==> config.mk <==
export PLATFORM = sky130hd
export DESIGN_NAME = controller_regs
export DESIGN_NICKNAME = d
export VERILOG_FILES = /design/src/logic/settings_pkg.sv /design/src/logic/params_pkg.sv /design/src/logic/controller_regs.sv
export SDC_FILE = /design/constraint.sdc
export NUM_CORES = 1
export LEC_CHECK = 0
export BUFFER_PORTS_ARGS = -buffer_cell sky130_fd_sc_hd__buf_2
export CAP_MARGIN = 20
export CORE_MARGIN = 3
export CORE_UTILIZATION = 53
export DETAILED_ROUTE_END_ITERATION = 7
export GPL_TIMING_DRIVEN = 0
export PLACE_DENSITY = 0.84
export SLEW_MARGIN = 25
export SYNTH_ARGS = -nofsm -noshare
export SYNTH_HDL_FRONTEND = slang
export SYNTH_SLANG_ARGS = --single-unit
==> constraint.sdc <==
create_clock -name CPU_CKIO -period 1.7 [get_ports CPU_CKIO]
set_input_delay 0.34 -clock CPU_CKIO [delete_from_list [all_inputs] [get_ports CPU_CKIO]]
set_output_delay 0.34 -clock CPU_CKIO [all_outputs]
set_load 0.02 [all_outputs]
==> src/logic/settings_pkg.sv <==
`default_nettype none

package settings_pkg;

  localparam int FREQ_DIV_W = 32;
  localparam int CYCLE_W = 15;  // Holds the last byte index.

  localparam logic [FREQ_DIV_W-1:0] DEFAULT_FREQ_DIV = 32'd10;
  localparam logic [CYCLE_W-1:0] DEFAULT_CYCLE = 15'd0;

  //////////////////////////////////////////////////////////////////////
  // Modulation playback settings, one set per segment.
  //////////////////////////////////////////////////////////////////////

  typedef struct packed {
    logic req_rd_segment;
    logic [CYCLE_W-1:0] cycle_0;
    logic [FREQ_DIV_W-1:0] freq_div_0;
    logic [CYCLE_W-1:0] cycle_1;
    logic [FREQ_DIV_W-1:0] freq_div_1;
  } mod_settings_t;

endpackage

`default_nettype wire

==> src/logic/params_pkg.sv <==
`default_nettype none

package params_pkg;

  //////////////////////////////////////////////////////////////////////
  // CPU bus field widths.
  //////////////////////////////////////////////////////////////////////

  localparam int ADDR_W = 14;
  localparam int SELECT_W = 2;

  // Select codes in the top address bits.
  localparam logic [SELECT_W-1:0] BRAM_SELECT_CONTROLLER = 2'd0;
  localparam logic [SELECT_W-1:0] BRAM_SELECT_MOD = 2'd1;

  //////////////////////////////////////////////////////////////////////
  // Controller register word addresses.
  //////////////////////////////////////////////////////////////////////

  localparam logic [ADDR_W-1:0] ADDR_MOD_MEM_WR_SEGMENT = 14'h0020;
  localparam logic [ADDR_W-1:0] ADDR_MOD_REQ_RD_SEGMENT = 14'h0021;

  // Segment 0 timing.
  localparam logic [ADDR_W-1:0] ADDR_MOD_CYCLE_0 = 14'h0022;
  localparam logic [ADDR_W-1:0] ADDR_MOD_FREQ_DIV_0_0 = 14'h0023;  // Low half.
  localparam logic [ADDR_W-1:0] ADDR_MOD_FREQ_DIV_0_1 = 14'h0024;  // High half.

  // Segment 1 timing.
  localparam logic [ADDR_W-1:0] ADDR_MOD_CYCLE_1 = 14'h0025;
  localparam logic [ADDR_W-1:0] ADDR_MOD_FREQ_DIV_1_0 = 14'h0026;
  localparam logic [ADDR_W-1:0] ADDR_MOD_FREQ_DIV_1_1 = 14'h0027;

endpackage

`default_nettype wire
==> src/logic/controller_regs.sv <==
`timescale 1ns/1ns
`default_nettype none

module controller_regs (
  input wire logic CPU_CKIO,
  input wire logic rst_n,
  input wire logic ctrl_wr,
  input wire logic ctrl_rd,
  input wire logic [params_pkg::ADDR_W-1:0] bus_addr,
  input wire logic [15:0] bus_data,
  output logic [15:0] cpu_data_out,
  output logic wr_segment,
  output logic req_rd_segment,
  output logic [settings_pkg::CYCLE_W-1:0] cycle_0,
  output logic [settings_pkg::FREQ_DIV_W-1:0] freq_div_0,
  output logic [settings_pkg::CYCLE_W-1:0] cycle_1,
  output logic [settings_pkg::FREQ_DIV_W-1:0] freq_div_1
);
  import params_pkg::*;
  import settings_pkg::*;

  mod_settings_t bank;
  logic [15:0] rd_mux;
  logic [15:0] rd_word;
  logic rd_pend;

  //////////////////////////////////////////////////////////////////////
  // Register writes.
  //////////////////////////////////////////////////////////////////////

  always_ff @(posedge CPU_CKIO or negedge rst_n) begin
    if (!rst_n) begin
      wr_segment <= 1'b0;
      bank <= '{req_rd_segment: 1'b0, cycle_0: DEFAULT_CYCLE, freq_div_0: DEFAULT_FREQ_DIV,
                 cycle_1: DEFAULT_CYCLE, freq_div_1: DEFAULT_FREQ_DIV};
    end else if (ctrl_wr) begin
      case (bus_addr)
        ADDR_MOD_MEM_WR_SEGMENT: wr_segment <= bus_data[0];
        ADDR_MOD_REQ_RD_SEGMENT: bank.req_rd_segment <= bus_data[0];
        ADDR_MOD_CYCLE_0: bank.cycle_0 <= bus_data[CYCLE_W-1:0];
        ADDR_MOD_FREQ_DIV_0_0: bank.freq_div_0[15:0] <= bus_data;
        ADDR_MOD_FREQ_DIV_0_1: bank.freq_div_0[FREQ_DIV_W-1:16] <= bus_data;
        ADDR_MOD_CYCLE_1: bank.cycle_1 <= bus_data[CYCLE_W-1:0];
        ADDR_MOD_FREQ_DIV_1_0: bank.freq_div_1[15:0] <= bus_data;
        ADDR_MOD_FREQ_DIV_1_1: bank.freq_div_1[FREQ_DIV_W-1:16] <= bus_data;
        default: ;
      endcase
    end
  end

  //////////////////////////////////////////////////////////////////////
  // Readback.
  //////////////////////////////////////////////////////////////////////

  always_comb begin
    case (bus_addr)
      ADDR_MOD_MEM_WR_SEGMENT: rd_mux = {15'd0, wr_segment};
      ADDR_MOD_REQ_RD_SEGMENT: rd_mux = {15'd0, bank.req_rd_segment};
      ADDR_MOD_CYCLE_0: rd_mux = {{(16 - CYCLE_W) {1'b0}}, bank.cycle_0};
      ADDR_MOD_FREQ_DIV_0_0: rd_mux = bank.freq_div_0[15:0];
      ADDR_MOD_FREQ_DIV_0_1: rd_mux = bank.freq_div_0[FREQ_DIV_W-1:16];
      ADDR_MOD_CYCLE_1: rd_mux = {{(16 - CYCLE_W) {1'b0}}, bank.cycle_1};
      ADDR_MOD_FREQ_DIV_1_0: rd_mux = bank.freq_div_1[15:0];
      ADDR_MOD_FREQ_DIV_1_1: rd_mux = bank.freq_div_1[FREQ_DIV_W-1:16];
      default: rd_mux = 16'h0000;  // Unmapped.
    endcase
  end

  always_ff @(posedge CPU_CKIO) begin
    if (ctrl_rd) rd_word <= rd_mux;
  end

  // Output stage of the read pipe. Holds until the next read.
  always_ff @(posedge CPU_CKIO or negedge rst_n) begin
    if (!rst_n) begin
      rd_pend <= 1'b0;
      cpu_data_out <= 16'h0000;
    end else begin
      rd_pend <= ctrl_rd;
      if (rd_pend) cpu_data_out <= rd_word;
    end
  end

  assign req_rd_segment = bank.req_rd_segment;
  assign cycle_0 = bank.cycle_0;
  assign freq_div_0 = bank.freq_div_0;
  assign cycle_1 = bank.cycle_1;
  assign freq_div_1 = bank.freq_div_1;

endmodule

`default_nettype wire

[Yosys cells after proc, flatten, opt, wreduce, memory -nomap -nowiden]
Cells that the tools add are included.
Operators by class
  multiplexer cells: 1
  reductions and logical operators: 8
  eq/ne operators: 8
Operator list (number)
  case mux 16 bit (8 select lines): 1
  equality test 14 x 6 -> 1 bit (second input constant): 8
  AND reduction 2 bit: 8
Word-level totals
  register bits after elaboration: 129
  output and inout bits: 112

[Logic depth before layout (Yosys ltp)]
  depth after elaboration: 2
  gate-level depth with buffers: 7

[Least setup slack after synthesis]
OpenSTA, ideal clock, no wires.
  path kind: input -> register
  start: in bus_addr[4] in the netlist's numbering
  end: reg, netlist name freq_div_0[21]
  arrival: 1.989 ns
  cell stages on the path: 5
  buffers on the path: 1
  setup slack: -0.414 ns
  library setup time: 0.125 ns
  cells stage by stage: nor4b_4 > nand3_1 > nor4_4 > buf_4 > mux2_2
On the way
  word-level cells in the longest chain between the ends: 2
RTL lines
  from (decl): line controller_regs.sv:9  | input wire logic [params_pkg::ADDR_W-1:0] bus_addr,
  equality test 14 x 6 -> 1 bit: line controller_regs.sv:37  | case (bus_addr)
  AND reduction 2 bit (no source line)
Every way passes these cells.
A chain may end at the register's enable or synchronous reset.

[Final worst setup path]
  start: in bus_addr[10] in the netlist's numbering
  end: reg, netlist name freq_div_1[14]
On the way
  word-level cells in the longest chain between the ends: 2
RTL lines (line)
  equality test 14 x 6 -> 1 bit: controller_regs.sv:37
  AND reduction 2 bit (no source line)
Every way passes these cells.

==> metrics.cfg <==
[worst_setup_path]
crit_path_end_kind=flop
cp.depth=8
timing_worst_setup_path_type=input port to flop
r2r_cells=3
critical_path.top_delay_family=simple AND/OR/NAND/NOR gates
required_ns=2.08
worst-path-buf-inv=4
critPathSlowestCell=sky130_fd_sc_hd__or4_1
worst-path-max-fanout=10
worst_path_arrival_time_ns=2.09
worst_path_largest_cell_delay_ns=0.51
timing.critical_path.from_type=input port
path_cells=buf_2 > nor4_4 > buf_4 > nand2_2 > or4_1 > buf_6 > buf_8 > mux2_4

[routing]
wirelength_met1_microns=6600
detail-route-antenna-nets=0
met3_wire_len_microns=1310
detail_route.drc_violations=0
routed.top_layer=met4
routed_wirelength_microns=16200
vias=4301
routed_wire_length_per_instance_microns=22.6
drt_iter0_markers=361
avgViaCountPerCell=6.01
route.met2.wl_microns=7860
detail_route.first_pass.iterations=5

[place]
place.port_buffers=145
place.detailed.instances=669
gpl.final_weighted_congestion=0.835
post_detailed_placement_cell_area_sq_um=6830
place_hpwl_microns=10600

[power]
worst_ir_drop_on_vdd_mv=0.559
switching_share=0.229
net_switching_power_mw=1.63
cellInternalPower_mw=5.51
static-leakage-power_nw=3.88
p_total_mw=7.14
combinationalPowerShare=0.056
power_per_cell_area_nw_per_um2=937
share_clk_of_total_power=0.498
power_frac_seq=0.446

[sta]
finalWorstSetupSlack_ns=-0.00436
setup_viol_count_final=2
final.setup_skew_ns=0.00820
max_clock_freq_ghz=0.587
timing_worst_slew_pin_value_ns=0.577
worst_relative_slew_slack=0.616
final.hold.worst_slack_ns=0.122
timing.final.crit_share=1.00
finalHoldViolCount=0
slew_limit_fails=0
finalWorstPathRequiredPeriod_ns=1.70
setup_total_negative_slack_ns=-0.00488

[layout]
ratio_of_cells_with_drive_above_1_in_the_final_layout=0.600
antenna_cells=0
mostFrequentLayoutCell=sky130_fd_sc_hd__buf_2
nets=601
area_growth_pct=35.2
commonest_cells_after_routing_fill_and_taps_aside=sky130_fd_sc_hd__buf_2 (145), sky130_fd_sc_hd__dfrtp_1 (109), sky130_fd_sc_hd__mux2_2 (67)
postLayoutCellArea_sq_um=7630
n_fill_cell=644
layoutNonFillerInstCount=716

[floorplanning]
die_footprint_sq_um=11900
chipWidth_microns=109
rows=37
dieHeight_microns=109
floorplan.core_area_sq_um=10300
io_pins=146
start_util=0.547

[clocking]
clk_path_buf_depth=2
cts_inserted_buffers=17
cts-htree-levels=4
clkTransAtPathRegs_ns=0.06
insertion_delay_ns=0.51
clock-sinks=129
tritoncts_clock_tree=yes
clock-root-buffer=sky130_fd_sc_hd__clkbuf_8

[grt]
globalRouteTotalUtil=0.281
first_global_vias=4381
grt_start_max_net_pins=64
antenna_violations_before_repair=0
gr-total-overflow=0
grt_pass1_wl_microns=24700

[logic_synthesis]
syn_avg_cell_area_sq_um=14.6
synth_nets=421
synthesis.yosys.warnings=0
yosys.cell_types.count=42
synth-edff-count=16
postSynthCellCount=387
synth.ff_latch_count=129
most_area_hungry_cell_type_in_the_yosys_netlist=sky130_fd_sc_hd__dfrtp_1
synth_area_leaders=sky130_fd_sc_hd__dfrtp_1 (48%), sky130_fd_sc_hd__mux2_2 (19%), sky130_fd_sc_hd__edfxtp_1 (8.5%), sky130_fd_sc_hd__mux2_4 (2.7%), sky130_fd_sc_hd__dfstp_2 (1.9%)
yosysSeqAreaShare=0.587
synth_top_area_frac=0.483
post_synth_instance_area_sq_um=5640
ys_dominant_reg_cell=sky130_fd_sc_hd__dfrtp_1
ys_async_sr_fraction=0.876

[min_path]
timing.hold.worst.class=input port to flop
whs_path_depth=2

[run_status]
status=finished with violations
violations_in_the_final_reports=negative setup slack

[run]
max_cap_viol_count=0

## cells by family after synthesis
| kind of cell | count (synthesis) | share of synthesized area |
|---|---|---|
| DFF | 129 | 0.587 |
| muxes | 127 | 0.264 |
| and+or+nand+nor | 62 | 0.0698 |
| AOI/OAI and AO/OA | 46 | 0.0596 |
| buffers and inverters | 23 | 0.0195 |
## worst register-to-register path, cell delays in order, from the launching register on
cell                       delay [ns]
sky130_fd_sc_hd__dfrtp_1         0.33
sky130_fd_sc_hd__clkbuf_1        0.29
sky130_fd_sc_hd__clkbuf_2        0.38
sky130_fd_sc_hd__mux2_2          0.38
## cells in the mapped netlist, types with 3 or more instances
library cell / n
sky130_fd_sc_hd__nor3_1: 4
sky130_fd_sc_hd__buf_2: 7
sky130_fd_sc_hd__nand2b_1: 3
sky130_fd_sc_hd__mux4_2: 3
sky130_fd_sc_hd__a22oi_1: 12
sky130_fd_sc_hd__mux2_1: 9
sky130_fd_sc_hd__a32oi_1: 4
sky130_fd_sc_hd__nor2_1: 14
sky130_fd_sc_hd__nand2_1: 8
sky130_fd_sc_hd__and3_1: 4
sky130_fd_sc_hd__mux2_4: 10
sky130_fd_sc_hd__dfrtp_1: 109
sky130_fd_sc_hd__a22o_1: 3
sky130_fd_sc_hd__nor3b_1: 5
sky130_fd_sc_hd__nand4_1: 3
sky130_fd_sc_hd__edfxtp_1: 16
sky130_fd_sc_hd__o221ai_1: 4
sky130_fd_sc_hd__nand3_1: 4
sky130_fd_sc_hd__o21ai_0: 13
sky130_fd_sc_hd__mux2_2: 96
sky130_fd_sc_hd__mux2i_1: 9
sky130_fd_sc_hd__clkbuf_1: 10
sky130_fd_sc_hd__dfstp_2: 4
sky130_fd_sc_hd__a221oi_1: 8
## cell type report
cell class              instances  area, sq um  area share
flip-flops and latches        129         3310       0.434
multi-input cells             235         2450       0.321
repair buffers                163          931       0.122
clock buffers                  20          455      0.0597
plain buffers                  19          176      0.0231
well taps                     136          170      0.0223
clock inverters                12          129      0.0169
inverters                       2         7.51    0.000984
## stage by stage
step | worst slack, ns | util
4_1_cts | -0.0253 | 0.730
3_3_place_gp | -0.951 | 0.658
3_5_place_dp | -0.990 | 0.661
5_1_grt | -0.0241 | 0.739
2_1_floorplan | -0.359 | -
6_report | -0.00436 | 0.739
## power groups by stage
| stage | clock network, mW | registers, mW | logic (mW) |
|---|---|---|---|
| 4_1_cts | 3.59 | 3.19 | 0.387 |
| 5_1_grt | 3.76 | 3.19 | 0.428 |
| 3_3_place_gp | 0 | 3.24 | 0.356 |
| 3_5_place_dp | 0 | 3.25 | 0.375 |
| 2_1_floorplan | 0 | 3.29 | 0.115 |
| 6_report | 3.56 | 3.19 | 0.397 |
## what timing repair did
item / in CTS / in global routing
resized for setup: 8 / 10
endpoints found under the hold margin: 48 / 0
endpoints found under the setup margin: 67 / 67
gates cloned: 0 / 0
buffers inserted: 10 / 6
pin swaps: 6 / 4
hold buffers: 1 / 0
## final timing paths
| path | from | endpoint | slack [ns] |
|---|---|---|---|
| max | bus_addr[10] | freq_div_1[14] | -0.004 |
| min | bus_data[3] | freq_div_1[3] | 0.12 |
| max reg2reg | rd_pend | cpu_data_out[14] | 0.20 |
| min reg2reg | rd_word[10] | cpu_data_out[10] | 0.48 |
| max in group asynchronous | rst_n | freq_div_0[3] | 0.66 |
| min in group asynchronous | rst_n | freq_div_1[6] | 0.34 |
## flip-flops by register name (all words and copies together) (netlist names)
register	cells
freq_div_0	32
freq_div_1	32
cpu_data_out	16
rd_word	16
cycle_0	15
cycle_1	15
rd_pend	1
req_rd_segment	1
wr_segment	1
## routing by layer
| layer | vias up | global-route usage |
|---|---|---|
| met5 | - | 0 |
| met4 | 0 | 0.0944 |
| met3 | 38 | 0.0734 |
| met2 | 248 | 0.460 |
| met1 | 2171 | 0.367 |
| li1 | 1844 | - |
No activity file was read; power rests on OpenSTA's default activity.
