$ cat src/logic/params_pkg.sv
`default_nettype none

package params_pkg;

  //////////////////////////////////////////////////////////////////////
  // CPU bus field widths.
  //////////////////////////////////////////////////////////////////////

  localparam int ADDR_W = 14;
  localparam int SELECT_W = 2;

  // Select codes in the top address bits.
  localparam logic [SELECT_W-1:0] BRAM_SELECT_CONTROLLER = 2'd0;
  localparam logic [SELECT_W-1:0] BRAM_SELECT_MOD = 2'd1;

  //////////////////////////////////////////////////////////////////////
  // Controller register word addresses.
  //////////////////////////////////////////////////////////////////////

  localparam logic [ADDR_W-1:0] ADDR_MOD_MEM_WR_SEGMENT = 14'h0020;
  localparam logic [ADDR_W-1:0] ADDR_MOD_REQ_RD_SEGMENT = 14'h0021;

  // Segment 0 timing.
  localparam logic [ADDR_W-1:0] ADDR_MOD_CYCLE_0 = 14'h0022;
  localparam logic [ADDR_W-1:0] ADDR_MOD_FREQ_DIV_0_0 = 14'h0023;  // Low half.
  localparam logic [ADDR_W-1:0] ADDR_MOD_FREQ_DIV_0_1 = 14'h0024;  // High half.

  // Segment 1 timing.
  localparam logic [ADDR_W-1:0] ADDR_MOD_CYCLE_1 = 14'h0025;
  localparam logic [ADDR_W-1:0] ADDR_MOD_FREQ_DIV_1_0 = 14'h0026;
  localparam logic [ADDR_W-1:0] ADDR_MOD_FREQ_DIV_1_1 = 14'h0027;

endpackage

`default_nettype wire
$ cat src/logic/cpu_bus_bridge.sv
`timescale 1ns/1ns
`default_nettype none

module cpu_bus_bridge (
  input wire logic CPU_CKIO,
  input wire logic rst_n,
  input wire logic [params_pkg::SELECT_W+params_pkg::ADDR_W-1:0] cpu_addr,
  input wire logic [15:0] cpu_data_in,
  input wire logic cpu_cs1_n,
  input wire logic cpu_we0_n,
  input wire logic cpu_rd0_n,
  output logic ctrl_wr,
  output logic ctrl_rd,
  output logic mod_wr,
  output logic [params_pkg::ADDR_W-1:0] bus_addr,
  output logic [15:0] bus_data
);
  import params_pkg::*;

  logic [SELECT_W+ADDR_W-1:0] addr_q;
  logic [15:0] data_q;
  logic wr_q, wr_d;
  logic rd_q, rd_d;
  logic wr_pulse, rd_pulse;
  logic [SELECT_W-1:0] sel;

  // Input sampling.
  always_ff @(posedge CPU_CKIO or negedge rst_n) begin
    if (!rst_n) begin
      wr_q <= 1'b0;
      wr_d <= 1'b0;
      rd_q <= 1'b0;
      rd_d <= 1'b0;
    end else begin
      wr_q <= ~cpu_cs1_n & ~cpu_we0_n;
      rd_q <= ~cpu_cs1_n & ~cpu_rd0_n;
      wr_d <= wr_q;
      rd_d <= rd_q;
    end
  end

  always_ff @(posedge CPU_CKIO) begin
    addr_q <= cpu_addr;
    data_q <= cpu_data_in;
  end

  // One pulse per access, on the first active sample.
  assign wr_pulse = wr_q & ~wr_d;
  assign rd_pulse = rd_q & ~rd_d;
  assign sel = addr_q[ADDR_W+:SELECT_W];

  always_ff @(posedge CPU_CKIO or negedge rst_n) begin
    if (!rst_n) begin
      ctrl_wr <= 1'b0;
      ctrl_rd <= 1'b0;
      mod_wr <= 1'b0;
    end else begin
      ctrl_wr <= wr_pulse & (sel == BRAM_SELECT_CONTROLLER);
      mod_wr <= wr_pulse & (sel == BRAM_SELECT_MOD);
      ctrl_rd <= rd_pulse & (sel == BRAM_SELECT_CONTROLLER);  // Only registers read back.
    end
  end

  always_ff @(posedge CPU_CKIO) begin
    bus_addr <= addr_q[ADDR_W-1:0];
    bus_data <= data_q;
  end

endmodule

`default_nettype wire

$ cat config.mk
export PLATFORM = sky130hd
export DESIGN_NAME = cpu_bus_bridge
export DESIGN_NICKNAME = d
export VERILOG_FILES = /design/src/logic/params_pkg.sv /design/src/logic/cpu_bus_bridge.sv
export SDC_FILE = /design/constraint.sdc
export NUM_CORES = 1
export LEC_CHECK = 0
export ABC_AREA = 1
export BUFFER_PORTS_ARGS = -buffer_cell sky130_fd_sc_hd__buf_2
export CAP_MARGIN = 40
export CORE_MARGIN = 5
export CORE_UTILIZATION = 43
export CTS_CLUSTER_DIAMETER = 30
export DETAILED_ROUTE_END_ITERATION = 10
export GPL_TIMING_DRIVEN = 0
export PLACE_DENSITY_LB_ADDON = 0.25
export SETUP_SLACK_MARGIN = 0.02
export SLEW_MARGIN = 20
export SYNTH_ARGS = -nofsm -noshare
export SYNTH_HDL_FRONTEND = slang
export SYNTH_SLANG_ARGS = --single-unit
$ cat constraint.sdc
create_clock -name CPU_CKIO -period 0.8 [get_ports CPU_CKIO]
set_input_delay 0.12 -clock CPU_CKIO [delete_from_list [all_inputs] [get_ports CPU_CKIO]]
set_output_delay 0.12 -clock CPU_CKIO [all_outputs]
set_load 0.05 [all_outputs]
## Yosys cells after proc, flatten, opt, wreduce, memory -nomap -nowiden

Index checks and enable logic that the tools add are counted.

- Eq/ne operators: 1
- Bitwise gates (word level): 12
- Reduce and logical (&&, ||, !) cells: 1

Operators with widths:

| cell | count |
|---|---|
| bitwise AND 1 bit | 7 |
| inverter 1 bit | 5 |
| equality test 2 x 1 -> 1 bit (second input constant) | 1 |
| zero test 2 bit | 1 |

- Bits in registers: 69
- Bits of input ports: 37
- Output and inout port bits: 33
- Word-level logic and storage cells: 25

## Longest topological paths before layout

Gate-level depths: netlist of the first run.

- Word-level depth: 3
- Depth in mapped cells: 3
- Gate-level depth less buffers: 3

## Worst setup path after synthesis of the first run

No wires, ideal clock.

- Kind: register to output
- Start point: register bus_addr[0] in the netlist's numbering
- End point: output bus_addr[0] in the netlist's numbering
- Data arrival time: 587 ps
- Required time: 680 ps
- Slack: 93 ps
- Stages on the path, launching flop included: 1
- Buffers on the path: 0
- Path through: dfxtp_1

RTL lines:

| item | line | RTL |
|---|---|---|
| from (decl) | cpu_bus_bridge.sv:15 | `output logic [params_pkg::ADDR_W-1:0] bus_addr,` |
| from (signal assigned) | cpu_bus_bridge.sv:65 | `bus_addr <= addr_q[ADDR_W-1:0];` |

No word-level cell between the ends.

## Worst setup path after layout of the first run

- Start point: register ctrl_rd
- End point: output ctrl_rd

RTL lines:

| item | line | RTL |
|---|---|---|
| from (decl) | cpu_bus_bridge.sv:13 | `output logic ctrl_rd,` |
| from (signal assigned) | cpu_bus_bridge.sv:60 | `ctrl_rd <= rd_pulse & (sel == BRAM_SELECT_CONTROLLER);` |

No word-level cell between the ends.

==> results.cfg, run 1 <==
[status]
status = finished with violations
violations = negative setup slack

[timing]
finalSetupViolations = 33
max_slew_margin_pct = 89.9
finalHoldViolations = 0
min_period_over_period_pct = 131
skew_ns = 0.00993
worst_slew_pin_slew_ns = 0.152
fin_crit_ns = 1.05
fin_ws_ns = -0.249
max_freq_ghz = 0.953
hold_slack_ns = 0.0705
slew_viol_final = 0
rsz0062_at_grt = true

[worst_setup_path]
crit_buf_inv = 1
cp_cell_sequence = buf_6
cp-start-kind = register
slowest_stage = dfrtp_1
worstSetupEndpointType = output port
crit_fanout = 1
crit_arrival_ns = 0.93
crit_required_ns = 0.68
crit_type = register to output port
path_delay_family = flip-flops
cp_slowest_stage_delay_ns = 0.39

[clock_tree]
clkLatencyLatePin_ns = 0.40
cts_buffers = 9
cts.sinks = 69
root_buffer = clkbuf_4
cts_tree = done
cts_buffer_depth = 2
cts_post_setup_buffers_inserted = 0
h-tree-depth = 3
clk_pin_slew_ns = 0.09

[final_layout]
layout-drive-gt1-share_pct = 56.2
diodes = 0
fin_nets = 235
area_delta_synth_final_pct = 85.6

[pwr]
ir_worst_vdd_mv = 1.70
comb_power_share_pct = 11.7
p_leak_nw = 1.26
power_frac_clock_pct = 33.0
pwr-share-seq_pct = 55.3
internal_power_mw = 5.16
switching_share_pct = 23.2
power_density_nw_per_um2 = 2470
power.switching_mw = 1.56

[routing]
dr.pass1.iters = 5
drc = 0
wl_per_cell_um = 13.8
drtIter0Drc = 59
dr_wl_met3_um = 436
vias = 987
viasPerCell = 3.96
met1Wirelength_mm = 1.15
ant_nets = 0
top_layer = met4
wl_mm = 3.43
dr_wl_met2_mm = 1.79

[synth]
synth_top_area_share_pct = 84.7
ys_types = 6
synth.top_cells.by_area = dfxtp_1 (85%), dfrtp_1 (12%), nor2_1 (1.3%)
synth-warning-count = 0
ys_ff_latch = 69
synth_top_area_cell = dfxtp_1
syn_nets = 119
syn_area_um2 = 1470
avgSynthCellArea_um2 = 17.9
synth.yosys.seq_area_share_pct = 96.7
synthCells = 82

[floorplanning]
die_w_um = 68.4
dieArea_um2 = 4670
initial_core_util_pct = 44.3
io_pins = 70
fp.coreArea_um2 = 3310
die_y_um = 68.4
row_count = 21

[global_routing]
grt_max_degree = 12
grt_pass1_vias = 1134
overflow = 0
grt_antenna_before_repair = 0
track_usage_pct = 16.8
grt_pass1_wl_mm = 5.10

[job]
max-cap-violations = 0

[placed_design]
post-place-ws_ns = 0.113
routabilityCongestion = 0.614
numPortBuffers = 69

[hold_path]
hp-class = input port to asynchronous set/reset pin
[layer usage]
layer	GRT usage (%)	vias up
met4	8.19	0
met2	28.8	56
met5	0	-
met3	12.6	6
li1	-	480
met1	14.1	445
[sequential cells by signal (all words and copies together), names as in the netlist, 14 cells and up]
register and count:
addr_q 16, bus_data 16, data_q 16, bus_addr 14
[area by class of cell]
cell class / count / area (µm²)
inverter: 4 / 15.0
clock buffer: 12 / 100
multi-input combinational: 9 / 33.8
sequential: 69 / 1450
fill: 183 / 592
tap: 46 / 57.6
clock inverter: 4 / 45.0
timing repair buffer: 105 / 1010
[cells in the final DEF (no fill, tap or decap), drive strengths merged]
cell | netlist | routed
nand2 | 4 | 4
nor2 | 5 | 5
clkbuf | 0 | 12
inv | 4 | 4
bufinv | 0 | 1
clkinv | 0 | 3
buf | 0 | 69
dfrtp | 7 | 7
dlygate4sd3 | 0 | 36
dfxtp | 62 | 62
[logic make-up after synthesis]
family	count (synthesis)	share of synthesized area, %
flip-flops	69	96.7
AND/OR/NAND/NOR	9	2.31
buffers and inverters	4	1.02
[per-stage QoR]
| stage | area [µm²] | total power, mW | TNS, ns | util, % | std cells |
|---|---|---|---|---|---|
| after floorplan | 1470 | 4.04 | 0 | - | 82 |
| after global placement | 1870 | 4.21 | 0 | 56.4 | 197 |
| after detailed placement | 1870 | 4.22 | 0 | 56.4 | 197 |
| after CTS | 2670 | 6.74 | -7.71 | 80.8 | 249 |
| after global routing | 2720 | 7.03 | -9.03 | 82.1 | 249 |
| final | 2720 | 6.72 | -6.63 | 82.1 | 249 |
[timing repair]
action	in CTS	in global routing
cloned	0	0
endpoints found under the hold margin	41	0
hold buffers	36	0
endpoints found under the setup margin	33	33
gates resized for setup	111	12
[final timing paths]
path                                 from     endpoint  slack [ns]  cells after the start
worst max-delay path              ctrl_rd      ctrl_rd       -0.25                      1
worst min-delay path                rst_n         rd_q        0.07                      2
worst max register to register       rd_d      ctrl_rd        0.15                      3
worst min register to register  data_q[5]  bus_data[5]        0.32                      0
max in group asynchronous           rst_n      ctrl_rd        0.58                      2
min in group CPU_CKIO           data_q[5]  bus_data[5]        0.32                      0
[Yosys cell counts (all sizes together)]
cell type	count
dfxtp	62
nor2	5
dfrtp	7
inv	4
nand2	4
[power by group through the flow]
stage | combinational (mW) | sequential (mW) | clock [mW]
4_1_cts | 0.752 | 3.71 | 2.29
3_5_place_dp | 0.486 | 3.74 | 0
6_report | 0.789 | 3.71 | 2.22
3_3_place_gp | 0.483 | 3.73 | 0
5_1_grt | 0.825 | 3.74 | 2.47
2_1_floorplan | 0.0127 | 4.03 | 0
(Power assumes the default switching activity.)
==> run 2: changes to the inputs <==
--- a/config.mk
+++ b/config.mk
@@ -9,7 +9,8 @@
 export BUFFER_PORTS_ARGS = -buffer_cell sky130_fd_sc_hd__buf_2
 export CAP_MARGIN = 40
 export CORE_MARGIN = 5
-export CORE_UTILIZATION = 43
+export CORE_UTILIZATION = 46
+export CTS_BUF_LIST = sky130_fd_sc_hd__clkbuf_8
 export CTS_CLUSTER_DIAMETER = 30
 export DETAILED_ROUTE_END_ITERATION = 10
 export GPL_TIMING_DRIVEN = 0
==> results.cfg, run 2 (same netlist as run 1, synthesis figures left out) <==
[status]
status = finished with violations
violations = negative setup slack

[timing]
finalHoldViolations = 0
worst_slew_pin_slew_ns = 0.150
fin_crit_ns = 0.964
max_slew_margin_pct = 90.0
max_freq_ghz = 1.04
skew_ns = 0.00710
finalSetupViolations = 33
fin_ws_ns = -0.164
min_period_over_period_pct = 120
slew_viol_final = 0
rsz0062_at_grt = true

[routing]
drc = 0
vias = 988
wl_per_cell_um = 14.4
viasPerCell = 4.00
ant_nets = 0
wl_mm = 3.56
drtIter0Drc = 20
dr.pass1.iters = 3

[placed_design]
hpwlAfterDp_mm = 1.76
routabilityCongestion = 0.612
placed_cells = 195
post-place-ws_ns = 0.120
numPortBuffers = 69

[global_routing]
grt_antenna_before_repair = 0
grt_pass1_wl_mm = 5.65
grt_max_degree = 13
track_usage_pct = 19.0
grt_pass1_vias = 1206
overflow = 0

[final_layout]
area_delta_synth_final_pct = 88.1
fillCellCount = 120
largestRegisters = addr_q x16, bus_data x16, data_q x16
final-instance-count-excl-fill = 247
layout-drive-gt1-share_pct = 57.1
diodes = 0
mostFrequentLayoutCells = dlygate4sd3_1 (36), buf_2 (36), dfxtp_1 (32)
fin_nets = 235

[worst_setup_path]
crit_buf_inv = 1
slowest_stage = dfrtp_1
path_delay_family = flip-flops
worstSetupEndpointType = output port
crit_fanout = 1
cp-start-kind = register
crit_arrival_ns = 0.84
crit_required_ns = 0.68
crit_type = register to output port
cp_slowest_stage_delay_ns = 0.38
cp_cell_sequence = buf_6

[pwr]
power_density_nw_per_um2 = 2630
p_leak_nw = 1.28
ir_worst_vdd_mv = 2.05

[clock_tree]
cts_buffer_depth = 2
root_buffer = clkbuf_8
cts_tree = done
cts.sinks = 69
clkLatencyLatePin_ns = 0.32
cts_buffers = 9
cts_post_setup_buffers_inserted = 0
clk_pin_slew_ns = 0.07
h-tree-depth = 3

[floorplanning]
io_pins = 70
initial_core_util_pct = 48.0
die_y_um = 66.4
die_w_um = 66.4
row_count = 20
dieArea_um2 = 4410
fp.coreArea_um2 = 3050

[hold_path]
hp-class = input port to asynchronous set/reset pin

[job]
max-cap-violations = 0
-- run 2: cell types whose count changed in the layout (fill, tap and decap cells not counted), sizes merged --
| cell | previous run | this run |
|---|---|---|
| clkinv | 3 | 5 |
| clkbuf | 12 | 10 |
-- run 2: area by class of cell --
class,count,area [µm²],share of cell area (%)
clock buffers,10,138,4.99
clock inverters,6,62.6,2.27
inverters,4,15.0,0.545
multi-input cells,9,33.8,1.23
flip-flops and latches,69,1450,52.7
well taps,44,55.1,2.00
repair buffers,105,998,36.2
-- run 2: worst reg2reg max path: stages, from the launching register on --
cell     delay [ns]
dfrtp_1        0.36
inv_1          0.06
nand2_1        0.06
nor2_1         0.11
-- run 2: what timing repair did --
action | in CTS | in global routing
gates resized for setup | 112 | 7
setup endpoints to repair | 33 | 33
endpoints found under the hold margin | 41 | 0
hold buffers | 36 | 0
-- run 2: report_power, final --
| part | switching (mW) | internal [mW] | total, mW | leakage, nW |
|---|---|---|---|---|
| registers | 0.0782 | 3.64 | 3.72 | 0.616 |
| logic | 0.403 | 0.383 | 0.786 | 0.554 |
| clock network | 1.23 | 1.52 | 2.75 | 0.106 |
| total | 1.71 | 5.54 | 7.25 | 1.28 |
-- run 2: per-stage QoR --
step | hold slack [ns] | util (%) | power (mW) | instance area (µm²) | setup TNS (ns)
global placement | -0.0527 | 61.1 | 4.21 | 1870 | 0
detailed placement | -0.0475 | 61.1 | 4.23 | 1870 | 0
floorplan | -0.176 | - | 4.04 | 1470 | 0
CTS | 0.139 | 89.4 | 7.23 | 2730 | -4.51
finish | 0.164 | 90.3 | 7.25 | 2760 | -4.06
global route | 0.156 | 90.3 | 7.54 | 2760 | -5.39
-- run 2: path summary, 6_finish.rpt --
kind,start,end,slack (ns),cells after the start
max in group asynchronous,rst_n,wr_q,0.48,2
min reg2reg,data_q[11],bus_data[11],0.33,0
max reg2reg,wr_d,ctrl_wr,0.14,3
min in group CPU_CKIO,data_q[11],bus_data[11],0.33,0
max,ctrl_rd,ctrl_rd,-0.16,1
min,rst_n,wr_d,0.16,2
-- run 2: per-layer routing --
metal  part of all wire [%]  wire length [µm]  track usage [%]  up-vias
li1                       -                 -                -      480
met1                     32              1140             16.6      462
met2                     57              2050             35.2       40
met3                    9.0               319             9.01        6
met4                    1.5                54             9.90        0
met5                      0                 0                0        -
