`src/logic/settings_pkg.sv`:
```
`default_nettype none

package settings_pkg;

  localparam int FREQ_DIV_W = 32;
  localparam int CYCLE_W = 15;  // Holds the last byte index.

  localparam logic [FREQ_DIV_W-1:0] DEFAULT_FREQ_DIV = 32'd10;
  localparam logic [CYCLE_W-1:0] DEFAULT_CYCLE = 15'd0;

  //////////////////////////////////////////////////////////////////////
  // Modulation playback settings, one set per segment.
  //////////////////////////////////////////////////////////////////////

  typedef struct packed {
    logic req_rd_segment;
    logic [CYCLE_W-1:0] cycle_0;
    logic [FREQ_DIV_W-1:0] freq_div_0;
    logic [CYCLE_W-1:0] cycle_1;
    logic [FREQ_DIV_W-1:0] freq_div_1;
  } mod_settings_t;

endpackage

`default_nettype wire

```
`src/logic/mod_sampler.sv`:
```
`timescale 1ns/1ns
`default_nettype none

module mod_sampler #(
  parameter int MOD_WORDS = 256
) (
  input wire logic CPU_CKIO,
  input wire logic rst_n,
  input wire logic req_rd_segment,
  input wire logic [settings_pkg::CYCLE_W-1:0] cycle_0,
  input wire logic [settings_pkg::FREQ_DIV_W-1:0] freq_div_0,
  input wire logic [settings_pkg::CYCLE_W-1:0] cycle_1,
  input wire logic [settings_pkg::FREQ_DIV_W-1:0] freq_div_1,
  output logic rd_segment,
  output logic [$clog2(MOD_WORDS)-1:0] rd_addr,
  input wire logic [15:0] rd_data,
  output logic [7:0] mod_value,
  output logic [settings_pkg::CYCLE_W-1:0] mod_idx,
  output logic mod_segment
);
  import settings_pkg::*;

  localparam int IDX_W = $clog2(2 * MOD_WORDS);

  logic seg;
  logic [IDX_W-1:0] idx;
  logic [FREQ_DIV_W-1:0] div_cnt;
  logic [FREQ_DIV_W-1:0] freq_div_cur;
  logic [FREQ_DIV_W-1:0] div_max;
  logic [IDX_W-1:0] idx_last;
  logic step;
  logic [IDX_W-1:0] idx_d;
  logic seg_d;

  assign freq_div_cur = seg ? freq_div_1 : freq_div_0;
  assign idx_last = seg ? cycle_1[IDX_W-1:0] : cycle_0[IDX_W-1:0];  // Truncated to range.
  assign div_max = (freq_div_cur == '0) ? '0 : freq_div_cur - 1'b1;
  assign step = (div_cnt >= div_max);

  //////////////////////////////////////////////////////////////////////
  // Divider and byte index.
  //////////////////////////////////////////////////////////////////////

  always_ff @(posedge CPU_CKIO or negedge rst_n) begin
    if (!rst_n) begin
      seg <= 1'b0;
      idx <= '0;
      div_cnt <= '0;
    end else if (req_rd_segment != seg) begin
      // Segment switch restarts playback.
      seg <= req_rd_segment;
      idx <= '0;
      div_cnt <= '0;
    end else if (step) begin
      div_cnt <= '0;
      idx <= (idx >= idx_last) ? '0 : idx + 1'b1;
    end else begin
      div_cnt <= div_cnt + 1'b1;
    end
  end

  assign rd_segment = seg;
  assign rd_addr = idx[IDX_W-1:1];

  //////////////////////////////////////////////////////////////////////
  // Output pipe, aligned with the memory read.
  //////////////////////////////////////////////////////////////////////

  always_ff @(posedge CPU_CKIO or negedge rst_n) begin
    if (!rst_n) begin
      idx_d <= '0;
      seg_d <= 1'b0;
      mod_value <= 8'h00;
      mod_idx <= '0;
      mod_segment <= 1'b0;
    end else begin
      idx_d <= idx;
      seg_d <= seg;
      mod_value <= idx_d[0] ? rd_data[15:8] : rd_data[7:0];  // Odd index takes high byte.
      mod_idx <= CYCLE_W'(idx_d);
      mod_segment <= seg_d;
    end
  end

endmodule

`default_nettype wire

```
`config.mk`:
```
export PLATFORM = sky130hd
export DESIGN_NAME = mod_sampler
export DESIGN_NICKNAME = d
export VERILOG_FILES = /design/src/logic/settings_pkg.sv /design/src/logic/mod_sampler.sv
export SDC_FILE = /design/constraint.sdc
export NUM_CORES = 1
export LEC_CHECK = 0
export BUFFER_PORTS_ARGS = -buffer_cell sky130_fd_sc_hd__buf_2
export CAP_MARGIN = 20
export CORE_ASPECT_RATIO = 2
export CORE_MARGIN = 8
export CORE_UTILIZATION = 45
export DETAILED_ROUTE_END_ITERATION = 6
export PLACE_DENSITY = 0.79
export SYNTH_ARGS = -nofsm -noshare
export SYNTH_HDL_FRONTEND = slang
export SYNTH_SLANG_ARGS = --single-unit
```
`constraint.sdc`:
```
create_clock -name CPU_CKIO -period 6.1 [get_ports CPU_CKIO]
set_clock_uncertainty 0.2 [all_clocks]
set_input_delay 0.61 -clock CPU_CKIO [delete_from_list [all_inputs] [get_ports CPU_CKIO]]
set_output_delay 0.61 -clock CPU_CKIO [all_outputs]
set_load 0.03 [all_outputs]
```
## Yosys cells after proc, flatten, opt, wreduce, memory -nomap -nowiden

Index checks and enable logic that the tools add are counted.

- Register bits: 70

- Add/sub/neg operators: 3
- $lt $le $gt $ge: 2
- Multiplexer cells: 9
- Eq/ne operators: 1
- Reduce and logical (&&, ||, !) cells: 2

Operator list:

| operator | number |
|---|---|
| 2-to-1 mux 32 bit | 4 |
| 2-to-1 mux 9 bit | 4 |
| adder 32 x 1 -> 32 bit (second input constant) | 1 |
| >= comparator 32 bit | 1 |
| zero test 32 bit | 1 |
| subtractor 32 x 1 -> 32 bit (second input constant) | 1 |
| adder 9 x 1 -> 9 bit (second input constant) | 1 |
| >= comparator 9 bit | 1 |
| 2-to-1 mux 8 bit | 1 |
| nonzero test 2 bit | 1 |
| != test 1 bit | 1 |

## Depth between registers and ports, before layout

Gate-level depths: netlist of the first run.

- Depth in word-level cells: 6
- Depth in mapped cells: 23
- Gate-level depth less buffers: 14

## Worst setup path before layout of the first run

No wires, ideal clock.

- Kind: reg2reg
- From: register seg (netlist: rd_segment)
- To: register div_cnt[23]
- Period minus slack after synthesis: 5.319 ns
- Stages on the path, launching flop included: 23
- Slack: 0.781 ns
- Setup time: 0.121 ns
- Data arrival time: 4.998 ns
- Cells stage by stage: dfrtp_1 buf_6 buf_8 buf_6 buf_2 buf_2 buf_2 mux2i_1 ha_1 o21ai_1 or4_4 nor3_1 o21a_1 mux2i_1 ha_1 nand4_1 nor4_1 nand2_1 a31oi_1 or2_2 buf_2 buf_2 nor2_1

- Cells in the longest elaborated chain, start to end: 6
- Elaborated cells on any way between the ends: 8
- Classes of those cells: 1 x add/sub; 1 x order compare; 1 x eq/ne; 4 x mux; 1 x reduce/logical

RTL lines:

| what | line | text |
|---|---|---|
| from (decl) | mod_sampler.sv:25 | `logic seg;` |
| from (signal assigned) | mod_sampler.sv:51 | `seg <= req_rd_segment;` |
| 2-to-1 mux 32 bit | mod_sampler.sv:35 | `assign freq_div_cur = seg ? freq_div_1 : freq_div_0;` |
| subtractor 32 x 1 -> 32 bit / zero test 32 bit (equally long branches) | mod_sampler.sv:37 | `assign div_max = (freq_div_cur == '0) ? '0 : freq_div_cur - 1'b1;` |
| 2-to-1 mux 32 bit | mod_sampler.sv:37 |  |
| >= comparator 32 bit | mod_sampler.sv:38 | `assign step = (div_cnt >= div_max);` |
| 2-to-1 mux 32 bit | mod_sampler.sv:54 | `end else if (step) begin` |
| 2-to-1 mux 32 bit (*) | mod_sampler.sv:49 | `end else if (req_rd_segment != seg) begin` |
| to (signal assigned) | mod_sampler.sv:58 | `div_cnt <= div_cnt + 1'b1;` |
| to (decl) | mod_sampler.sv:27 | `logic [FREQ_DIV_W-1:0] div_cnt;` |

Every way passes the cells marked *; elsewhere a longest branch is shown, timed or not.
A chain may end at the register's enable or synchronous reset.

## Final worst setup path of the first run

- From: register seg (netlist: rd_segment)
- To: register idx[1]

- Cells in the longest elaborated chain, start to end: 5
- Elaborated cells on any way between the ends: 12
- Classes of those cells: 1 x add/sub; 2 x order compare; 1 x eq/ne; 6 x mux; 2 x reduce/logical

RTL lines:

| what | line | text |
|---|---|---|
| 2-to-1 mux 32 bit / 2-to-1 mux 9 bit (equally long branches) | mod_sampler.sv:35, mod_sampler.sv:36 |  |
| subtractor 32 x 1 -> 32 bit, or another cell as far along | mod_sampler.sv:37 |  |
| 2-to-1 mux 32 bit / 2-to-1 mux 9 bit (equally long branches) | mod_sampler.sv:37, mod_sampler.sv:56 |  |
| >= comparator 32 bit / 2-to-1 mux 9 bit (equally long branches) | mod_sampler.sv:38, mod_sampler.sv:54 |  |
| nonzero test 2 bit (no source line) / 2-to-1 mux 9 bit (equally long branches) | -- |  |
| to (signal assigned) | mod_sampler.sv:56 | `idx <= (idx >= idx_last) ? '0 : idx + 1'b1;` |
| to (decl) | mod_sampler.sv:26 | `logic [IDX_W-1:0] idx;` |

Several ways; a longest one is shown, not always the timed one. The select of a mux whose other input is x is not followed.

==> flow_metrics.env, run 1 <==
export IMPL_synth_enable_flop_cells=0
export IMPL_critical_path_cell_chain="buf_4, mux2i_1, ha_1, o21ai_1, or4_4, nor3_1, o21a_1, mux2i_1, ha_1, nand4_1, nor4_1, a2bb2oi_1, nand3_1, or2_2, buf_4, o21ai_0"
export IMPL_worst_pin_slew_ns=0.914
export IMPL_total_power_mw=1.42
export IMPL_timing_rr_end="idx[1]"
export IMPL_total_clock_buffers_created_by_cts=9
export IMPL_startpoint_type="flip-flop"
export IMPL_finalCriticalPeriod_ns=5.32
export IMPL_drv_cap=0
export IMPL_r2r_path_start="rd_segment"
export IMPL_timing_max_slew_rel_slack=0.390
export IMPL_path_depth=16
export IMPL_holdWs_ns=0.146
export IMPL_route_final_wire_length_mm=14.0
export IMPL_grt_pass1_wl_mm=22.3
export IMPL_vias_per_cell=5.55
export IMPL_h_tree_depth=3
export IMPL_critical_path_max_fanout=34
export IMPL_cts_post_setup_buffers_inserted=0
export IMPL_top_level_ports=146
export IMPL_clk_root_buffer_cell="sky130_fd_sc_hd__clkbuf_16"
export IMPL_detail_route_iter0_violations=271
export IMPL_worstRegToRegCells=16
export IMPL_post_route_period_util=0.872
export IMPL_synth_flop_cell="sky130_fd_sc_hd__dfrtp_1"
export IMPL_timing_setup_critical_path_class="reg -> reg"
export IMPL_crit_path_capture_type="flip-flop"
export IMPL_fp_dieW_microns=94.0
export IMPL_worstSkewPairLatency_ns=0.33
export IMPL_cts_tree="done"
export IMPL_max_stage_delay_ns=0.59
export IMPL_first_global_vias=4739
export IMPL_numPortBuffers=127
export IMPL_post_drt_wl_per_cell_microns=16.2
export IMPL_worst_hold_startpoint="idx_d[1]"
export IMPL_status="finished clean"
export IMPL_cts_buffer_depth=2
export IMPL_postSynthRegisterBits=70
export IMPL_fp_dieArea_sq_um=16200
export IMPL_timing_reg2reg_setup_slack_ns=0.78
export IMPL_fp_coreArea_sq_um=12000
export IMPL_layout_drive_gt1_share=0.250
export IMPL_initial_utilization=0.456
export IMPL_leakage_nw=3.08
export IMPL_crit_slowest_cell="sky130_fd_sc_hd__or4_4"
export IMPL_finalHoldViolations=0
export IMPL_clk_transition_reported_paths_ns=0.06
export IMPL_critical_path_top_delay_family="simple AND/OR/NAND/NOR gates"
export IMPL_grt_setup_unrepaired="false"
export IMPL_worstHoldPathCells=0
export IMPL_globalplace_congestion=0.837
export IMPL_synthesis_yosys_warnings=0
export IMPL_antenna_left=0
export IMPL_dr_total_vias=4807
export IMPL_rows=57
export IMPL_mappedNetlistArea_sq_um=5470
export IMPL_syn2layout_area_growth_pct=18.0
export IMPL_post_synth_inst_count=599
export IMPL_grt_overflow_total=0
export IMPL_async_reset_ff_frac=1.00
export IMPL_cp_data_arrival_time_ns=5.36
export IMPL_cts_sinks=70
export IMPL_pin_count_of_the_biggest_net_entering_global_routing=71
export IMPL_drtPass1Iterations=6
export IMPL_cts_resized_gates=0
export IMPL_die_height_microns=172
export IMPL_antenna_found_initial=0
export IMPL_nNetsFinal=872
export IMPL_worst_hold_path_endpoint="mod_idx[1]"
export IMPL_cts_hold_repair_buffers=0
export IMPL_fin_tns_setup_ns=0
export IMPL_power_ir_vdd_worst_v=0.000130
export IMPL_synthDistinctLibCells=57
export IMPL_final_routed_drc_violation_total=0
export IMPL_critPathBufInv=2
export IMPL_setup_violators_final=0
export IMPL_power_density_cell_area_nw_per_um2=220
export IMPL_hp_class="reg -> reg"
export IMPL_detail_placement_hpwl_mm=10.9
export IMPL_cp_data_required_time_ns=6.15
export IMPL_ys_seq_area_frac=0.320
export IMPL_grt_use_total=0.171
export IMPL_insertedDiodeCount=0
export IMPL_final_max_slew_viol_count=0
export IMPL_post_syn_area_per_cell_sq_um=9.13
export IMPL_fmaxAchievable_mhz=188
-- cell usage after synthesis (all sizes together) (3+ instances only) --
master	instances	area share
mux2	13	0.027
mux2i	38	0.070
inv	14	0.0096
o22ai	9	0.010
nor3b	12	0.021
o211ai	5	0.0069
xnor2	34	0.054
o21a	3	0.0041
nor2	68	0.047
o21ai	15	0.014
and3	12	0.014
nand4	12	0.014
buf	32	0.046
or3b	4	0.0064
nand3	22	0.021
nand2	55	0.038
or3	9	0.010
nand2b	6	0.0069
dfrtp	70	0.32
clkbuf	3	0.0021
a2bb2oi	3	0.0048
o22a	4	0.0064
a21oi	26	0.024
xor2	21	0.034
nor3	31	0.029
and4	6	0.0096
o2bb2ai	3	0.0048
ha	45	0.10
-- stage by stage --
step | util | area (sq um) | cells | setup slack [ns]
after floorplan | - | 5490 | 604 | 0.781
after global placement | 0.509 | 6100 | 850 | 0.931
after detailed placement | 0.509 | 6100 | 850 | 0.867
after CTS | 0.539 | 6450 | 866 | 0.829
after global routing | 0.539 | 6450 | 866 | 0.439
final | 0.539 | 6450 | 866 | 0.784
-- worst reg2reg max path, delay by kind of cell (launching register included) --
family | cells | cell delay (ns)
compound gates | 4 | 0.87
mux | 2 | 0.55
fa+ha+maj | 2 | 0.53
flops | 1 | 0.58
simple gates | 6 | 1.94
buf+inv | 2 | 0.56
-- area by class of cell --
class	instances	area [sq um]
clock buffer	11	243
clock inverter	5	106
fill	1123	5530
inverter	14	52.6
multi-input combinational	485	3420
sequential	70	1760
tap	147	184
timing repair buffer	134	688
-- layout by cell type (no fill, tap or decap), types with 12 or more instances in the layout --
| cell type | count |
|---|---|
| sky130_fd_sc_hd__nor3_1 | 30 |
| sky130_fd_sc_hd__nand3_1 | 21 |
| sky130_fd_sc_hd__nor2_1 | 68 |
| sky130_fd_sc_hd__xor2_1 | 21 |
| sky130_fd_sc_hd__a21oi_1 | 26 |
| sky130_fd_sc_hd__mux2_2 | 13 |
| sky130_fd_sc_hd__mux2i_1 | 38 |
| sky130_fd_sc_hd__and3_1 | 12 |
| sky130_fd_sc_hd__buf_2 | 127 |
| sky130_fd_sc_hd__inv_1 | 14 |
| sky130_fd_sc_hd__xnor2_1 | 34 |
| sky130_fd_sc_hd__o21ai_0 | 13 |
| sky130_fd_sc_hd__nand2_1 | 55 |
| sky130_fd_sc_hd__dfrtp_1 | 69 |
| sky130_fd_sc_hd__nand4_1 | 12 |
| sky130_fd_sc_hd__ha_1 | 45 |
-- where the power goes --
| part | switching (mW) | total [mW] | internal [mW] |
|---|---|---|---|
| registers | 0.0223 | 0.515 | 0.492 |
| logic | 0.168 | 0.287 | 0.118 |
| clock network | 0.205 | 0.617 | 0.411 |
-- metal layers --
layer  global-route usage  vias up  part of all wire
met4               0.0674        0             0.027
met2                0.287      181              0.50
li1                     -     2355                 -
met3               0.0330       34             0.063
met5                    0        -                 0
met1                0.208     2237              0.41
-- cell families (layout without fill, tap and decap cells) --
kind of cell               count (synthesis)  after routing  share of synthesized area
DFF                                       70             70                      0.320
muxes                                     51             51                     0.0963
other                                      1              6                   0.000686
AOI/OAI and AO/OA                         80             80                     0.0963
buffers and inverters                     49            164                     0.0572
xor gates and xnor gates                  55             55                     0.0881
and+or+nand+nor                          248            248                      0.238
adders and majority gates                 45             45                      0.103
-- registers in the layout (all words and copies together), names as in the netlist --
signal and flops:
idx 9, mod_segment 1, mod_idx 9, seg_d 1, rd_segment 1, idx_d 9, mod_value 8, div_cnt 32
-- worst max-delay path by stage --
| stage | to | startpoint |
|---|---|---|
| 2_1_floorplan | div_cnt[23] | rd_segment |
| 3_3_place_gp | idx[0] | rd_segment |
| 3_5_place_dp | idx[1] | rd_segment |
| 4_1_cts | idx[1] | rd_segment |
| 5_1_grt | idx[1] | rd_segment |
| 6_report | idx[1] | rd_segment |
Power figures use the tool's default switching activity.
==> inputs of run 2 (changes only) <==
Settings changed: ABC_AREA set to 1, CTS_CLUSTER_SIZE set to 40, PLACE_DENSITY 0.79 to 0.78.
==> flow_metrics.env, run 2 <==
export IMPL_synthTopCellsByArea="sky130_fd_sc_hd__dfrtp_1, sky130_fd_sc_hd__nand2_1, sky130_fd_sc_hd__ha_1, sky130_fd_sc_hd__nor2_1, sky130_fd_sc_hd__nand3_1"
export IMPL_crit_path_capture_type="flip-flop"
export IMPL_worstSkewPairLatency_ns=0.34
export IMPL_insertedDiodeCount=0
export IMPL_postSynthRegisterBits=70
export IMPL_cp_data_arrival_time_ns=5.08
export IMPL_final_common_cell="sky130_fd_sc_hd__nand2_1"
export IMPL_post_synth_inst_count=919
export IMPL_leakage_nw=3.73
export IMPL_worst_pin_slew_ns=0.888
export IMPL_globalplace_congestion=0.983
export IMPL_final_cell_mix="sky130_fd_sc_hd__nand2_1, sky130_fd_sc_hd__nor2_1, sky130_fd_sc_hd__buf_2"
export IMPL_power_density_cell_area_nw_per_um2=197
export IMPL_post_synth_top_count_cell="sky130_fd_sc_hd__nand2_1"
export IMPL_placed_cell_area_sq_um=6790
export IMPL_fmaxAchievable_mhz=200
export IMPL_fin_tns_setup_ns=0
export IMPL_drtPass1Iterations=6
export IMPL_n_fill_cell=1406
export IMPL_detailedPlace_worstSlack_ns=1.03
export IMPL_cp_data_required_time_ns=6.17
export IMPL_fp_coreArea_sq_um=13400
export IMPL_grt_pass1_wl_mm=30.4
export IMPL_synth_enable_flop_cells=0
export IMPL_post_drt_wl_per_cell_microns=15.9
export IMPL_rows=60
export IMPL_route_final_wire_length_mm=19.1
export IMPL_clk_transition_reported_paths_ns=0.06
export IMPL_design_area_sq_um=7110
export IMPL_grt_use_total=0.216
export IMPL_finalCriticalPeriod_ns=5.01
export IMPL_synth_top_area_share=0.284
export IMPL_startpoint_type="flip-flop"
export IMPL_power_ir_vdd_worst_v=0.000198
export IMPL_h_tree_depth=3
export IMPL_detail_route_iter0_violations=315
export IMPL_cts_hold_repair_buffers=0
export IMPL_timing_setup_critical_path_class="reg -> reg"
export IMPL_synthDistinctLibCells=37
export IMPL_synth_largest_area_cell="sky130_fd_sc_hd__dfrtp_1"
export IMPL_ys_seq_area_frac=0.284
export IMPL_nNetsFinal=1193
export IMPL_setup_violators_final=0
export IMPL_pin_count_of_the_biggest_net_entering_global_routing=71
export IMPL_syn2layout_area_growth_pct=15.3
export IMPL_post_syn_area_per_cell_sq_um=6.71
export IMPL_vias_per_cell=5.17
export IMPL_drv_cap=0
export IMPL_grt_overflow_total=0
export IMPL_grt_setup_unrepaired="false"
export IMPL_cts_resized_gates=0
export IMPL_antenna_found_initial=0
export IMPL_detail_placement_hpwl_mm=15.9
export IMPL_synth_flop_cell="sky130_fd_sc_hd__dfrtp_1"
export IMPL_numPortBuffers=127
export IMPL_fp_dieArea_sq_um=17900
export IMPL_top_level_ports=146
export IMPL_total_clock_buffers_created_by_cts=9
export IMPL_die_height_microns=182
export IMPL_antenna_left=0
export IMPL_clk_root_buffer_cell="sky130_fd_sc_hd__clkbuf_16"
export IMPL_worst_slack_ns=1.09
export IMPL_largest_reg_by_ff_count="div_cnt"
export IMPL_status="finished clean"
export IMPL_async_reset_ff_frac=1.00
export IMPL_final_routed_drc_violation_total=0
export IMPL_dr_total_vias=6182
export IMPL_finalHoldViolations=0
export IMPL_first_global_vias=6252
export IMPL_cts_sinks=70
export IMPL_largest_register_ff_count=32
export IMPL_cts_buffer_depth=2
export IMPL_mappedNetlistArea_sq_um=6170
export IMPL_post_route_period_util=0.821
export IMPL_hp_class="reg -> reg"
export IMPL_cts_tree="done"
export IMPL_post_synth_most_frequent_cells="sky130_fd_sc_hd__nand2_1, sky130_fd_sc_hd__nor2_1, sky130_fd_sc_hd__inv_1, sky130_fd_sc_hd__nand3_1, sky130_fd_sc_hd__dfrtp_1"
export IMPL_initial_utilization=0.459
export IMPL_synthesis_yosys_warnings=0
export IMPL_timing_max_slew_rel_slack=0.408
export IMPL_layout_drive_gt1_share=0.195
export IMPL_final_max_slew_viol_count=0
export IMPL_fp_dieW_microns=98.8
export IMPL_critical_path_max_fanout=45
export IMPL_cts_post_setup_buffers_inserted=0
## run 2: cell types whose count changed after synthesis, moves of 14 or more
| cell | previous run | this run |
|---|---|---|
| sky130_fd_sc_hd__nor2_1 | 68 | 138 |
| sky130_fd_sc_hd__nand3_1 | 21 | 75 |
| sky130_fd_sc_hd__inv_1 | 14 | 84 |
| sky130_fd_sc_hd__nor3_1 | 30 | 16 |
| sky130_fd_sc_hd__nand2_1 | 55 | 291 |
| sky130_fd_sc_hd__xnor2_1 | 34 | 9 |
| sky130_fd_sc_hd__mux2i_1 | 38 | 8 |
## run 2: through the flow
step	instances	util	hold WS, ns	total power, mW
after floorplan	924	-	0.114	0.746
after global placement	1179	0.505	0.132	0.840
after detailed placement	1179	0.505	0.135	0.847
after CTS	1195	0.529	0.147	1.42
after global routing	1195	0.529	0.155	1.48
final	1195	0.529	0.146	1.40
## run 2: cell type report
class                   count  area [sq um]  area share
clock inverters             5          81.3      0.0114
inverters                  90           338      0.0475
well taps                 155           194      0.0273
repair buffers            134           688      0.0968
multi-input cells         730          3810       0.536
flip-flops and latches     70          1750       0.246
clock buffers              11           243      0.0341
## run 2: path summary, 6_finish.rpt
path | start | to | slack [ns] | cells past startpoint
worst max-delay path | rd_segment | div_cnt[30] | 1.09 | 17
worst min-delay path | seg_d | mod_segment | 0.15 | 0
worst max register to register | rd_segment | div_cnt[30] | 1.09 | 17
worst min register to register | seg_d | mod_segment | 0.15 | 0
max in group asynchronous | rst_n | rd_segment | 4.82 | 2
min in group asynchronous | rst_n | mod_segment | 0.27 | 2
## run 2: cell families after synthesis
logic type                 count (synthesis)  synth area share
AOI/OAI and AO/OA                         66            0.0615
xor gates and xnor gates                  28            0.0428
adders and majority gates                 45            0.0913
buffers and inverters                    124             0.100
DFF                                       70             0.284
muxes                                     16            0.0276
other                                      1          0.000608
and+or+nand+nor                          569             0.392
## run 2: routing by layer
layer,GRT usage,share of wire,wire [microns],vias to the layer above
met4,0.167,0.075,1420,0
met5,0,0,0,-
met3,0.0284,0.035,663,58
met1,0.185,0.34,6430,2803
met2,0.427,0.55,10500,182
li1,-,-,-,3139
## run 2: worst max-delay path, cell delays in order (launching register included)
cell and delay (ns):
sky130_fd_sc_hd__dfrtp_2 0.67, sky130_fd_sc_hd__buf_4 0.53, sky130_fd_sc_hd__nand2_1 0.09, sky130_fd_sc_hd__o21ai_1 0.17, sky130_fd_sc_hd__ha_1 0.21, sky130_fd_sc_hd__nand2_1 0.06
sky130_fd_sc_hd__nor2_1 0.26, sky130_fd_sc_hd__nand4_2 0.61, sky130_fd_sc_hd__nand3_1 0.31, sky130_fd_sc_hd__ha_1 0.27, sky130_fd_sc_hd__a21oi_1 0.15, sky130_fd_sc_hd__o21a_1 0.14
sky130_fd_sc_hd__nand2_1 0.05, sky130_fd_sc_hd__a21oi_1 0.13, sky130_fd_sc_hd__buf_4 0.21, sky130_fd_sc_hd__nand2_1 0.40, sky130_fd_sc_hd__buf_4 0.36, sky130_fd_sc_hd__nor2_1 0.12
## run 2: where the power goes
group	switching [mW]	internal, mW
clock	0.197	0.370
sequential	0.0234	0.492
combinational	0.206	0.115
total	0.427	0.976
==> inputs of run 3 (changes only) <==
Clock period 6.1 ns to 5 ns, I/O delays scaled along.
==> flow_metrics.env, run 3 (same netlist as run 2, synthesis figures left out) <==
export IMPL_status="finished clean"
export IMPL_total_clock_buffers_created_by_cts=9
export IMPL_worstSkewPairLatency_ns=0.34
export IMPL_clk_root_buffer_cell="sky130_fd_sc_hd__clkbuf_16"
export IMPL_startpoint_type="flip-flop"
export IMPL_final_routed_drc_violation_total=0
export IMPL_hp_class="reg -> reg"
export IMPL_layout_drive_gt1_share=0.200
export IMPL_detailedPlace_worstSlack_ns=0.813
export IMPL_power_ir_vdd_worst_v=0.000237
export IMPL_cts_post_setup_buffers_inserted=0
export IMPL_final_cell_mix="sky130_fd_sc_hd__nand2_1, sky130_fd_sc_hd__nor2_1, sky130_fd_sc_hd__buf_2"
export IMPL_grt_overflow_total=0
export IMPL_fp_dieW_microns=98.8
export IMPL_rows=60
export IMPL_largest_register_ff_count=32
export IMPL_final_max_slew_viol_count=0
export IMPL_power_density_cell_area_nw_per_um2=241
export IMPL_timing_max_slew_rel_slack=0.505
export IMPL_largest_reg_by_ff_count="div_cnt"
export IMPL_cp_data_required_time_ns=5.02
export IMPL_finalCriticalPeriod_ns=4.22
export IMPL_grt_setup_unrepaired="false"
export IMPL_syn2layout_area_growth_pct=16.5
export IMPL_dr_total_vias=6291
export IMPL_first_global_vias=6569
export IMPL_detail_placement_hpwl_mm=15.8
export IMPL_fp_coreArea_sq_um=13400
export IMPL_top_level_ports=146
export IMPL_grt_pass1_wl_mm=31.4
export IMPL_globalplace_congestion=1.00
export IMPL_fin_tns_setup_ns=0
export IMPL_critical_path_max_fanout=57
export IMPL_area_occupied_by_multi_input_gates_sq_um=3810
export IMPL_n_fill_cell=1339
export IMPL_drv_cap=0
export IMPL_antenna_left=0
export IMPL_leakage_nw=3.77
export IMPL_detail_route_iter0_violations=308
export IMPL_nNetsFinal=1199
export IMPL_die_height_microns=182
export IMPL_clk_transition_reported_paths_ns=0.06
export IMPL_fmaxAchievable_mhz=237
export IMPL_cp_data_arrival_time_ns=4.24
export IMPL_cts_hold_repair_buffers=1
export IMPL_final_common_cell="sky130_fd_sc_hd__nand2_1"
export IMPL_drtPass1Iterations=5
export IMPL_initial_utilization=0.459
export IMPL_insertedDiodeCount=0
export IMPL_cts_tree="done"
export IMPL_post_drt_wl_per_cell_microns=16.0
export IMPL_fp_dieArea_sq_um=17900
export IMPL_crit_path_capture_type="flip-flop"
export IMPL_post_route_period_util=0.844
export IMPL_cts_buffer_depth=2
export IMPL_timing_setup_critical_path_class="reg -> reg"
export IMPL_h_tree_depth=3
export IMPL_cts_resized_gates=0
export IMPL_setup_violators_final=0
export IMPL_antenna_found_initial=0
export IMPL_pin_count_of_the_biggest_net_entering_global_routing=58
export IMPL_grt_use_total=0.222
export IMPL_route_final_wire_length_mm=19.3
export IMPL_vias_per_cell=5.24
export IMPL_stdcell_count=1201
export IMPL_finalHoldViolations=0
export IMPL_worst_slack_ns=0.781
export IMPL_numPortBuffers=127
export IMPL_register_area_sq_um=1750
export IMPL_worst_pin_slew_ns=0.743
export IMPL_cts_sinks=70
export IMPL_placed_cells=1184
run 3: changes by cell type in the layout (fill, tap and decap cells not counted):
cell and change:
sky130_fd_sc_hd__clkinv_2 -1, sky130_fd_sc_hd__clkbuf_1 -1, sky130_fd_sc_hd__dlygate4sd3_1 +1, sky130_fd_sc_hd__clkinv_4 +2, sky130_fd_sc_hd__buf_4 +4, sky130_fd_sc_hd__buf_12 +1
run 3: through the flow:
stage / power (mW) / area [sq um] / util / hold slack (ns)
final: 1.73 / 7180 / 0.534 / 0.143
after global placement: 1.03 / 6840 / 0.509 / 0.132
after floorplan: 0.910 / 6180 / - / 0.00441
after CTS: 1.75 / 7180 / 0.534 / 0.143
after detailed placement: 1.04 / 6840 / 0.509 / 0.135
after global routing: 1.82 / 7180 / 0.534 / 0.144
run 3: area by class of cell:
cell class,count,share of cell area
Multi-Input combinational cell,730,0.531
Sequential cell,70,0.244
Timing Repair Buffer,140,0.104
Inverter,90,0.0470
Clock buffer,10,0.0333
Tap cell,155,0.0270
Clock inverter,6,0.0131
run 3: worst paths after layout:
path / to / slack, ns / startpoint / cells after the start
max: idx[1] / 0.78 / rd_segment / 20
min: mod_idx[1] / 0.14 / idx_d[1] / 0
max reg2reg: idx[1] / 0.78 / rd_segment / 20
min reg2reg: mod_idx[1] / 0.14 / idx_d[1] / 0
max in group asynchronous: rd_segment / 3.08 / rst_n / 3
min in group asynchronous: mod_idx[1] / 0.49 / rst_n / 2
run 3: critical path, cell delays in order (launching register included):
cell and delay [ns]:
sky130_fd_sc_hd__dfrtp_2 0.36, sky130_fd_sc_hd__buf_4 0.58, sky130_fd_sc_hd__nand2_1 0.11, sky130_fd_sc_hd__o21ai_1 0.17, sky130_fd_sc_hd__nand3_1 0.21, sky130_fd_sc_hd__inv_2 0.18, sky130_fd_sc_hd__nand2_1 0.18, sky130_fd_sc_hd__nor2_1 0.42
sky130_fd_sc_hd__nand2_1 0.10, sky130_fd_sc_hd__nand2_1 0.07, sky130_fd_sc_hd__nand3_1 0.09, sky130_fd_sc_hd__ha_1 0.31, sky130_fd_sc_hd__a21oi_1 0.14, sky130_fd_sc_hd__nor2_1 0.05, sky130_fd_sc_hd__nor2_1 0.09, sky130_fd_sc_hd__nand2_1 0.07
sky130_fd_sc_hd__a21oi_1 0.20, sky130_fd_sc_hd__nand2_1 0.20, sky130_fd_sc_hd__buf_12 0.23, sky130_fd_sc_hd__nand2_1 0.07, sky130_fd_sc_hd__nand2_1 0.05
run 3: metal layers:
layer / wire (microns) / up-vias / track usage
met5: 0 / - / 0
met4: 1590 / 0 / 0.191
met3: 735 / 85 / 0.0310
met2: 10500 / 209 / 0.426
met1: 6490 / 2837 / 0.192
li1: - / 3160 / -
run 3: power breakdown:
| group | internal (mW) | leakage (nW) | switching (mW) | total, mW |
|---|---|---|---|---|
| logic | 0.144 | 2.66 | 0.254 | 0.399 |
| registers | 0.600 | 0.943 | 0.0264 | 0.626 |
| clock network | 0.454 | 0.159 | 0.253 | 0.706 |
| total | 1.20 | 3.77 | 0.533 | 1.73 |
